`config.mk`:
```
export PLATFORM = sky130hd
export DESIGN_NAME = cft_core
export DESIGN_NICKNAME = d
export VERILOG_FILES = /design/src/design/cft_pkg.sv /design/src/design/cft_cport_if.sv /design/src/design/card_alu.sv /design/src/design/card_ctl.sv /design/src/design/card_reg.sv /design/src/design/cft_core.sv
export VERILOG_INCLUDE_DIRS = /design/src /design/src/design
export SDC_FILE = /design/constraint.sdc
export NUM_CORES = 1
export LEC_CHECK = 0
export ABC_AREA = 1
export CAP_MARGIN = 40
export CORE_ASPECT_RATIO = 1.25
export CORE_MARGIN = 10
export CORE_UTILIZATION = 35
export DETAILED_ROUTE_END_ITERATION = 8
export DONT_BUFFER_PORTS = 1
export GPL_ROUTABILITY_DRIVEN = 0
export GPL_TIMING_DRIVEN = 0
export HOLD_SLACK_MARGIN = 0.15
export PLACE_DENSITY = 0.61
export REMOVE_ABC_BUFFERS = 1
export SLEW_MARGIN = 5
export SYNTH_ARGS = -nofsm -noshare
export SYNTH_HDL_FRONTEND = slang
export SYNTH_HIERARCHICAL = 1
export SYNTH_SLANG_ARGS = --single-unit
```
`constraint.sdc`:
```
create_clock -name clk1 -period 2.5 [get_ports clk1]
set_clock_uncertainty 0.2 [all_clocks]
set_input_delay 0.5 -clock clk1 [delete_from_list [all_inputs] [get_ports clk1]]
set_output_delay 0.5 -clock clk1 [all_outputs]
set_load 0.02 [all_outputs]
```
`src/design/cft_params.svh`:
```
`ifndef CFT_PARAMS_SVH
`define CFT_PARAMS_SVH

////////////////////////////////////////////////////////////
//
// Architectural widths
//
////////////////////////////////////////////////////////////

// Data word, accumulator and program counter all share it
`define CFT_WORD_W 16

// Opcode field as it arrives on instr_op
`define CFT_OP_W 4

////////////////////////////////////////////////////////////
//
// Reset values
//
////////////////////////////////////////////////////////////

// Program counter after arst_n
`define CFT_PC_RESET `CFT_WORD_W'(0)

`endif // CFT_PARAMS_SVH

```
`src/design/cft_pkg.sv`:
```
`default_nettype none

`include "cft_params.svh"

package cft_pkg;

   ////////////////////////////////////////////////////////////
   //
   // Instruction opcodes
   //
   ////////////////////////////////////////////////////////////

   typedef enum logic [`CFT_OP_W-1:0] {
      OP_NOP  = 4'h0,               // No operation
      OP_LOAD = 4'h1,               // AC <- operand
      OP_ADD  = 4'h2,               // AC <- AC + operand, sets L and V
      OP_AND  = 4'h3,               // Bitwise and
      OP_OR   = 4'h4,               // Bitwise or
      OP_XOR  = 4'h5,               // Bitwise xor
      OP_NOT  = 4'h6,               // One's complement of AC
      OP_ROL  = 4'h7,               // Rotate left, L gets old MSB
      OP_JMP  = 4'h8,               // PC <- operand
      OP_SZA  = 4'h9,               // Skip if AC zero
      OP_SNA  = 4'hA                // Skip if AC negative
   } cft_op_t;                      // Codes B..F decode as NOP

   ////////////////////////////////////////////////////////////
   //
   // Sequencer and PC control
   //
   ////////////////////////////////////////////////////////////

   typedef enum logic [1:0] {
      ST_IDLE  = 2'd0,              // Waiting for a strobe
      ST_EXEC  = 2'd1,              // ALU registers its result
      ST_WRITE = 2'd2               // Write-back and PC update
   } cft_state_t;

   typedef enum logic [1:0] {
      PC_INC  = 2'd0,               // PC + 1
      PC_SKIP = 2'd1,               // PC + 2
      PC_LOAD = 2'd2                // PC <- operand
   } cft_pc_mode_t;

endpackage : cft_pkg

`default_nettype wire

```
`src/design/cft_cport_if.sv`:
```
`timescale 1ns/1ps
`default_nettype none

`include "cft_params.svh"

// Local card connector shared by the CTL, REG and ALU cards
interface cft_cport_if
   import cft_pkg::*;
();

   ////////////////////////////////////////////////////////////
   //
   // Driven by the CTL card
   //
   ////////////////////////////////////////////////////////////

   cft_op_t                  op;        // Latched opcode
   logic [`CFT_WORD_W-1:0]   operand;   // Latched operand
   logic                     alu_go;    // ALU capture strobe
   logic                     ac_we;     // Accumulator write
   logic                     pc_we;     // PC update
   cft_pc_mode_t             pc_mode;   // PC action for pc_we

   ////////////////////////////////////////////////////////////
   //
   // Driven by the REG card
   //
   ////////////////////////////////////////////////////////////

   logic [`CFT_WORD_W-1:0]   ac;        // Accumulator
   logic                     fz;        // AC is zero
   logic                     fn;        // AC sign bit

   ////////////////////////////////////////////////////////////
   //
   // Driven by the ALU card
   //
   ////////////////////////////////////////////////////////////

   logic [`CFT_WORD_W-1:0]   alu_out;   // Candidate result
   logic                     alu_fl;    // Candidate carry
   logic                     alu_fv;    // Candidate overflow

   modport ctl (
      output op, operand, alu_go, ac_we, pc_we, pc_mode,
      input  fz, fn, alu_fl, alu_fv
   );

   // Register card side
   modport regs (
      input  operand, ac_we, pc_we, pc_mode, alu_out,
      output ac, fz, fn
   );

   modport alu (
      input  op, operand, alu_go, ac,
      output alu_out, alu_fl, alu_fv
   );

endinterface : cft_cport_if

`default_nettype wire

```
`src/design/card_alu.sv`:
```
`timescale 1ns/1ps
`default_nettype none

`include "cft_params.svh"

module card_alu
   import cft_pkg::*;
(
   input  logic            clk1,
   input  logic            arst_n,
   cft_cport_if.alu        cport
);

   logic [`CFT_WORD_W-1:0]   a;                     // Accumulator side
   logic [`CFT_WORD_W-1:0]   b;                     // Operand side
   logic [`CFT_WORD_W:0]     sum;                   // Extra bit for carry
   logic [`CFT_WORD_W-1:0]   res;
   logic                     res_l;
   logic                     res_v;

   assign a   = cport.ac;
   assign b   = cport.operand;
   assign sum = {1'b0, a} + {1'b0, b};

   ////////////////////////////////////////////////////////////
   //
   // Function select
   //
   ////////////////////////////////////////////////////////////

   always_comb begin
      res   = a;                                    // Pass-through by default
      res_l = 1'b0;
      res_v = 1'b0;
      case (cport.op)
         OP_LOAD: res = b;
         OP_ADD: begin
            res   = sum[`CFT_WORD_W-1:0];
            res_l = sum[`CFT_WORD_W];               // Carry out
            // Same-sign inputs, different-sign result
            res_v = (a[`CFT_WORD_W-1] == b[`CFT_WORD_W-1]) &&
                    (sum[`CFT_WORD_W-1] != a[`CFT_WORD_W-1]);
         end
         OP_AND:  res = a & b;
         OP_OR:   res = a | b;
         OP_XOR:  res = a ^ b;
         OP_NOT:  res = ~a;
         OP_ROL: begin
            res   = {a[`CFT_WORD_W-2:0], a[`CFT_WORD_W-1]};
            res_l = a[`CFT_WORD_W-1];               // MSB rotates into L too
         end
         default: ;                                 // NOP, JMP, skips, undefined
      endcase
   end

   ////////////////////////////////////////////////////////////
   //
   // Result register
   //
   ////////////////////////////////////////////////////////////

   always_ff @(posedge clk1 or negedge arst_n) begin
      if (!arst_n) begin
         cport.alu_out <= '0;
         cport.alu_fl  <= 1'b0;
         cport.alu_fv  <= 1'b0;
      end else if (cport.alu_go) begin
         cport.alu_out <= res;                      // Held for the write step
         cport.alu_fl  <= res_l;
         cport.alu_fv  <= res_v;
      end
   end

endmodule : card_alu

`default_nettype wire

```
`src/design/card_ctl.sv`:
```
`timescale 1ns/1ps
`default_nettype none

`include "cft_params.svh"

module card_ctl
   import cft_pkg::*;
(
   input  logic                     clk1,
   input  logic                     arst_n,
   input  logic                     instr_stb,      // One-cycle instruction strobe
   input  cft_op_t                  instr_op,
   input  logic [`CFT_WORD_W-1:0]   instr_operand,
   cft_cport_if.ctl                 cport,
   output logic                     fl,             // Carry (link) flag
   output logic                     fv,             // Overflow flag
   output logic                     busy,
   output logic                     done
);

   cft_state_t               state;
   cft_state_t               state_nx;
   cft_op_t                  op_q;                  // Instruction register
   logic [`CFT_WORD_W-1:0]   operand_q;
   logic                     take;                  // Strobe accepted this cycle
   logic                     in_write;

   ////////////////////////////////////////////////////////////
   //
   // Sequencer
   //
   ////////////////////////////////////////////////////////////

   assign take     = (state == ST_IDLE) && instr_stb;   // Strobes while busy are dropped
   assign in_write = (state == ST_WRITE);

   always_comb begin
      case (state)
         ST_IDLE:  state_nx = take ? ST_EXEC : ST_IDLE;
         ST_EXEC:  state_nx = ST_WRITE;
         ST_WRITE: state_nx = ST_IDLE;
         default:  state_nx = ST_IDLE;                   // Unused encoding
      endcase
   end

   always_ff @(posedge clk1 or negedge arst_n) begin
      if (!arst_n) begin
         state <= ST_IDLE;
         done  <= 1'b0;
      end else begin
         state <= state_nx;
         done  <= in_write;                              // Pulses after the write edge
      end
   end

   // Instruction latch
   always_ff @(posedge clk1) begin
      if (take) begin
         op_q      <= instr_op;
         operand_q <= instr_operand;
      end
   end

   assign busy = (state != ST_IDLE);                     // Falls with the write edge

   ////////////////////////////////////////////////////////////
   //
   // Card control
   //
   ////////////////////////////////////////////////////////////

   assign cport.op      = op_q;
   assign cport.operand = operand_q;
   assign cport.alu_go  = (state == ST_EXEC);            // ALU captures at end of EXEC
   assign cport.pc_we   = in_write;                      // Every instruction moves PC

   always_comb begin
      case (op_q)
         OP_LOAD, OP_ADD, OP_AND, OP_OR,
         OP_XOR, OP_NOT, OP_ROL: cport.ac_we = in_write;  // Data-modifying opcodes
         default:                cport.ac_we = 1'b0;
      endcase
   end

   // Skip tests look at AC before this instruction
   always_comb begin
      case (op_q)
         OP_JMP:  cport.pc_mode = PC_LOAD;
         OP_SZA:  cport.pc_mode = cport.fz ? PC_SKIP : PC_INC;
         OP_SNA:  cport.pc_mode = cport.fn ? PC_SKIP : PC_INC;
         default: cport.pc_mode = PC_INC;
      endcase
   end

   ////////////////////////////////////////////////////////////
   //
   // L and V flag register
   //
   ////////////////////////////////////////////////////////////

   always_ff @(posedge clk1 or negedge arst_n) begin
      if (!arst_n) begin
         fl <= 1'b0;
         fv <= 1'b0;
      end else if (in_write) begin
         if (op_q == OP_ADD) begin
            fl <= cport.alu_fl;                          // Carry out
            fv <= cport.alu_fv;                          // Signed overflow
         end else if (op_q == OP_ROL) begin
            fl <= cport.alu_fl;                          // Old MSB, V untouched
         end
      end
   end

endmodule : card_ctl

`default_nettype wire

```
`src/design/card_reg.sv`:
```
`timescale 1ns/1ps
`default_nettype none

`include "cft_params.svh"

module card_reg
   import cft_pkg::*;
(
   input  logic                     clk1,
   input  logic                     arst_n,
   cft_cport_if.regs                cport,
   output logic [`CFT_WORD_W-1:0]   pc              // Program counter
);

   logic [`CFT_WORD_W-1:0]   ac_q;                  // Accumulator
   logic [`CFT_WORD_W-1:0]   pc_nx;

   ////////////////////////////////////////////////////////////
   //
   // Accumulator
   //
   ////////////////////////////////////////////////////////////

   always_ff @(posedge clk1 or negedge arst_n) begin
      if (!arst_n) begin
         ac_q <= '0;
      end else if (cport.ac_we) begin
         ac_q <= cport.alu_out;                      // Write-back from ALU
      end
   end

   assign cport.ac = ac_q;
   assign cport.fz = (ac_q == '0);                   // Zero flag
   assign cport.fn = ac_q[`CFT_WORD_W-1];            // Negative flag

   ////////////////////////////////////////////////////////////
   //
   // Program counter
   //
   ////////////////////////////////////////////////////////////

   // Wraps modulo 2^16
   always_comb begin
      case (cport.pc_mode)
         PC_INC:  pc_nx = pc + `CFT_WORD_W'(1);
         PC_SKIP: pc_nx = pc + `CFT_WORD_W'(2);
         PC_LOAD: pc_nx = cport.operand;              // Jump target
         default: pc_nx = pc;                         // Unused mode holds
      endcase
   end

   always_ff @(posedge clk1 or negedge arst_n) begin
      if (!arst_n) begin
         pc <= `CFT_PC_RESET;
      end else if (cport.pc_we) begin
         pc <= pc_nx;
      end
   end

endmodule : card_reg

`default_nettype wire

```
`src/design/cft_core.sv`:
```
`timescale 1ns/1ps
`default_nettype none

`include "cft_params.svh"

module cft_core
   import cft_pkg::*;
(
   input  logic                     clk1,
   input  logic                     arst_n,
   input  logic                     instr_stb,      // Instruction strobe
   input  logic [`CFT_OP_W-1:0]     instr_op,       // Opcode
   input  logic [`CFT_WORD_W-1:0]   instr_operand,
   output logic [`CFT_WORD_W-1:0]   ac,             // Accumulator
   output logic [`CFT_WORD_W-1:0]   pc,             // Program counter
   output logic                     fl,             // Link (carry)
   output logic                     fv,             // Overflow
   output logic                     fz,             // Zero
   output logic                     fn,             // Negative
   output logic                     busy,
   output logic                     done
);

   cft_cport_if cport ();                           // Local card connector

   ////////////////////////////////////////////////////////////
   //
   // Cards
   //
   ////////////////////////////////////////////////////////////

   card_ctl card_ctl (
      .clk1          (clk1),
      .arst_n        (arst_n),
      .instr_stb     (instr_stb),
      .instr_op      (cft_op_t'(instr_op)),          // Raw code onto the opcode type
      .instr_operand (instr_operand),
      .cport         (cport.ctl),
      .fl            (fl),
      .fv            (fv),
      .busy          (busy),
      .done          (done)
   );

   card_reg card_reg (
      .clk1          (clk1),
      .arst_n        (arst_n),
      .cport         (cport.regs),
      .pc            (pc)
   );

   card_alu card_alu (
      .clk1          (clk1),
      .arst_n        (arst_n),
      .cport         (cport.alu)
   );

   // REG card outputs brought off the connector
   assign ac = cport.ac;
   assign fz = cport.fz;
   assign fn = cport.fn;

endmodule : cft_core

`default_nettype wire

```
==> flow_summary.ini <==
[worst_setup_path]
crit_family = simple AND/OR/NAND/NOR gates
cp.arrival_ps = 2940
cp-start-kind = flop
crit_chain = inv_2 > nand4_1 > nor4_2 > buf_4 > nand4_1 > nand2_2 > inv_2 > ha_4 > clkinvlp_4 > buf_6 > nor2_4 > a31oi_1 > o31ai_1
setup.worst_path.end_class = flop
worstSetupPathType = flop to flop
critPathSlowestCell = dfrtp_2
slowest_delay_ps = 540
path_buf_inv = 5
critPathMaxFanout = 8
required_ps = 2550

[flow_run]
max_cap_viol_count = 0

[final_layout]
antenna_cells = 0
final_cell_area_mm2 = 0.006987
syn_to_final_growth_pct = 17.91
ff_latch_area_mm2 = 0.001996
drive_above_1_share_pct = 13.31
final_core_util_pct = 41.81
multi_input_area_mm2 = 0.003372
fillers = 1784
layout.nets = 965
finalNonFillerCells = 1129

[global_routing]
grt_max_degree = 56
grt_pass1_wl_um = 29750
antenna_found_initial = 0
first_global_vias = 5884
track_usage_pct = 16.79
grt_overflow = 0

[sta]
rsz0062_at_grt = true
worst_slack_ps = -392.2
finalCriticalPeriod_ps = 2892
fin_crit_sh_pct = 115.7
fmax_mhz = 345.8
worst_slew_pin_slew_ps = 682.1
setup_viol = 16
maxSlewHeadroom_pct = 54.18
tns_ps = -4494
timing.hold.ws_ps = 254.4
final_max_slew_viol_count = 0
hold_violations = 0

[routing]
route.detailed.drc = 0
dr.pass1.iters = 5
wl_per_cell_um = 16.54
drt-initial-drc-count = 263
via_count = 5864
drt.antenna.violating_nets = 0
vias_per_cell = 5.194
wirelength_um = 18680

[place]
io_buffers = 0
placed_area_mm2 = 0.006132
place_ws_ps = -1351
dp_hpwl_um = 13250
place_inst = 1070

[cts]
numCtsBuffers = 9
cts-root-buf = clkbuf_16
htree_num_levels = 3
path_clk_slew_ps = 60
clk_latency_ps = 350
clock_path_buffers = 2
cts_num_sinks = 75
cts_tree = yes

[pwr]
power_density_mw_per_mm2 = 859.4
leakagePower_nw = 3.253
power_mw = 6.004
irDropWorstVdd_uv = 436.8

[synth]
synth_ff_type = dfrtp_1
synth_area_leaders = dfrtp_1, nand2_1, edfxtp_1, inv_1, ha_1
async_flop_share_pct = 73.33
synth_cell_types = 41
yosys.area.top_type = dfrtp_1
synth_seq_cells = 75
synth_top_area_share_pct = 23.23
synth_edf_count = 20
yosysWarnings = 6
synthCells = 868
synth_seq_area_share_pct = 33.36
avgSynthCellArea_um2 = 6.827
netlist_area_mm2 = 0.005926

[worst_hold_path]
worstHoldPathType = primary input to flop

[floorplanning]
ios = 61
die_height_um = 165.5
die_area_mm2 = 0.02257
core_mm2 = 0.01671
start_util_pct = 35.46
fp-row-count = 53
die_w_um = 136.4

[outcome]
violations = setup timing
status = complete, but fails checks
==> per-layer routing <==
layer	vias up	GRT usage [%]	share of wire, %
met5	-	0	0
met3	35	4.479	7.1
met2	193	30.42	51
met4	0	8.535	3.0
li1	2898	-	-
met1	2738	17.39	38
==> flip-flops by register name, summed over array words and instances (netlist names) <==
signal / cells
card_alu/cport.alu_fv: 1
card_ctl/done: 1
card_alu/cport.alu_out: 16
card_ctl/fv: 1
card_ctl/state: 2
card_alu/cport.alu_fl: 1
card_ctl/cport.operand: 16
card_reg/cport.ac: 16
card_ctl/cport.op: 4
card_reg/pc: 16
card_ctl/fl: 1
==> worst paths after layout <==
check                                                  startpoint                                endpoint  slack [ps]  depth (start not counted)
max in group asynchronous                                  arst_n        card_reg/cport.ac[2]$_DFFE_PN0P_        1340                          2
min                                                     instr_stb          card_ctl/cport.op[1]$_DFFE_PP_         250                          2
max                             card_reg/cport.ac[15]$_DFFE_PN0P_              card_reg/pc[0]$_DFFE_PN0P_        -390                         13
min reg2reg                card_alu/cport.alu_out[15]$_DFFE_PN0P_  card_alu/cport.alu_out[15]$_DFFE_PN0P_         280                          2
max reg2reg                     card_reg/cport.ac[15]$_DFFE_PN0P_              card_reg/pc[0]$_DFFE_PN0P_        -390                         13
min in group asynchronous                                  arst_n             card_reg/pc[13]$_DFFE_PN0P_         480                          2
==> what timing repair did <==
action,4_1_cts,5_1_grt
hold buffers,22,0
gates resized for setup,43,24
cloned,2,0
pin swaps,14,8
endpoints found under the setup margin,29,29
hold endpoints to repair,75,0
buffers inserted,16,4
==> cells by family (layout without fill, tap and decap cells) <==
group	Yosys count	after routing	synth area share, %
AND/OR/NAND/NOR	442	442	32.31
XOR/XNOR	5	5	0.7390
AO/OA/AOI/OAI	142	142	13.85
buffers and inverters	166	207	11.59
flip-flops	75	75	33.36
adder cells (fa/ha/maj)	38	38	8.150
==> layout by cell type (no fill, tap or decap), types with 13 or more instances in the layout <==
| cell type | synthesis | layout |
|---|---|---|
| o21ai_0 | 42 | 33 |
| inv_1 | 134 | 124 |
| inv_2 | 8 | 16 |
| o21ai_1 | 7 | 15 |
| edfxtp_1 | 20 | 20 |
| nand2_1 | 264 | 262 |
| ha_1 | 37 | 33 |
| buf_4 | 7 | 13 |
| nor2_1 | 59 | 53 |
| dfrtp_2 | 0 | 15 |
| dfrtp_1 | 55 | 40 |
| a21oi_1 | 52 | 48 |
| nand3_1 | 67 | 67 |
| dlygate4sd3_1 | 0 | 21 |
| nand4_1 | 19 | 19 |
==> synthesized netlist by cell type (4+ instances only) <==
library cell  number
nor2_4             5
buf_2              4
nor2_2             4
xor2_1             5
edfxtp_1          20
nor2_1            59
o21ai_1            7
nand3_1           67
nand4_1           19
o211ai_1           9
o21ai_0           42
dfrtp_1           55
buf_4              7
o2111ai_1          5
inv_2              8
ha_1              37
nand2_2           10
a21oi_1           52
inv_1            134
o22ai_1           11
nand2_1          264
nor3_1             4
o221ai_1           9
clkbuf_1           8
==> where the power goes <==
group / switching (mW) / internal, mW / leakage, nW
registers: 0.853 / 1.65 / 0.872
clock network: 0.518 / 0.725 / 0.137
logic: 1.43 / 0.835 / 2.24
total: 2.80 / 3.21 / 3.25
==> area by class of cell <==
cell class / instances / area share, %
clock buffer: 12 / 3.671
clock inverter: 4 / 0.3582
inverter: 143 / 7.808
multi-input combinational: 627 / 48.26
sequential: 75 / 28.56
tap: 220 / 3.940
timing repair buffer: 47 / 7.325
timing repair inverter: 1 / 0.07163
==> worst register-to-register path: stages (launching register included) <==
cell	delay, ps
dfrtp_2	540
inv_2	100
nand4_1	170
nor4_2	300
buf_4	220
nand4_1	110
nand2_2	120
inv_2	50
ha_4	340
clkinvlp_4	160
buf_6	150
nor2_4	80
a31oi_1	50
o31ai_1	220
(Power assumes the default switching activity.)
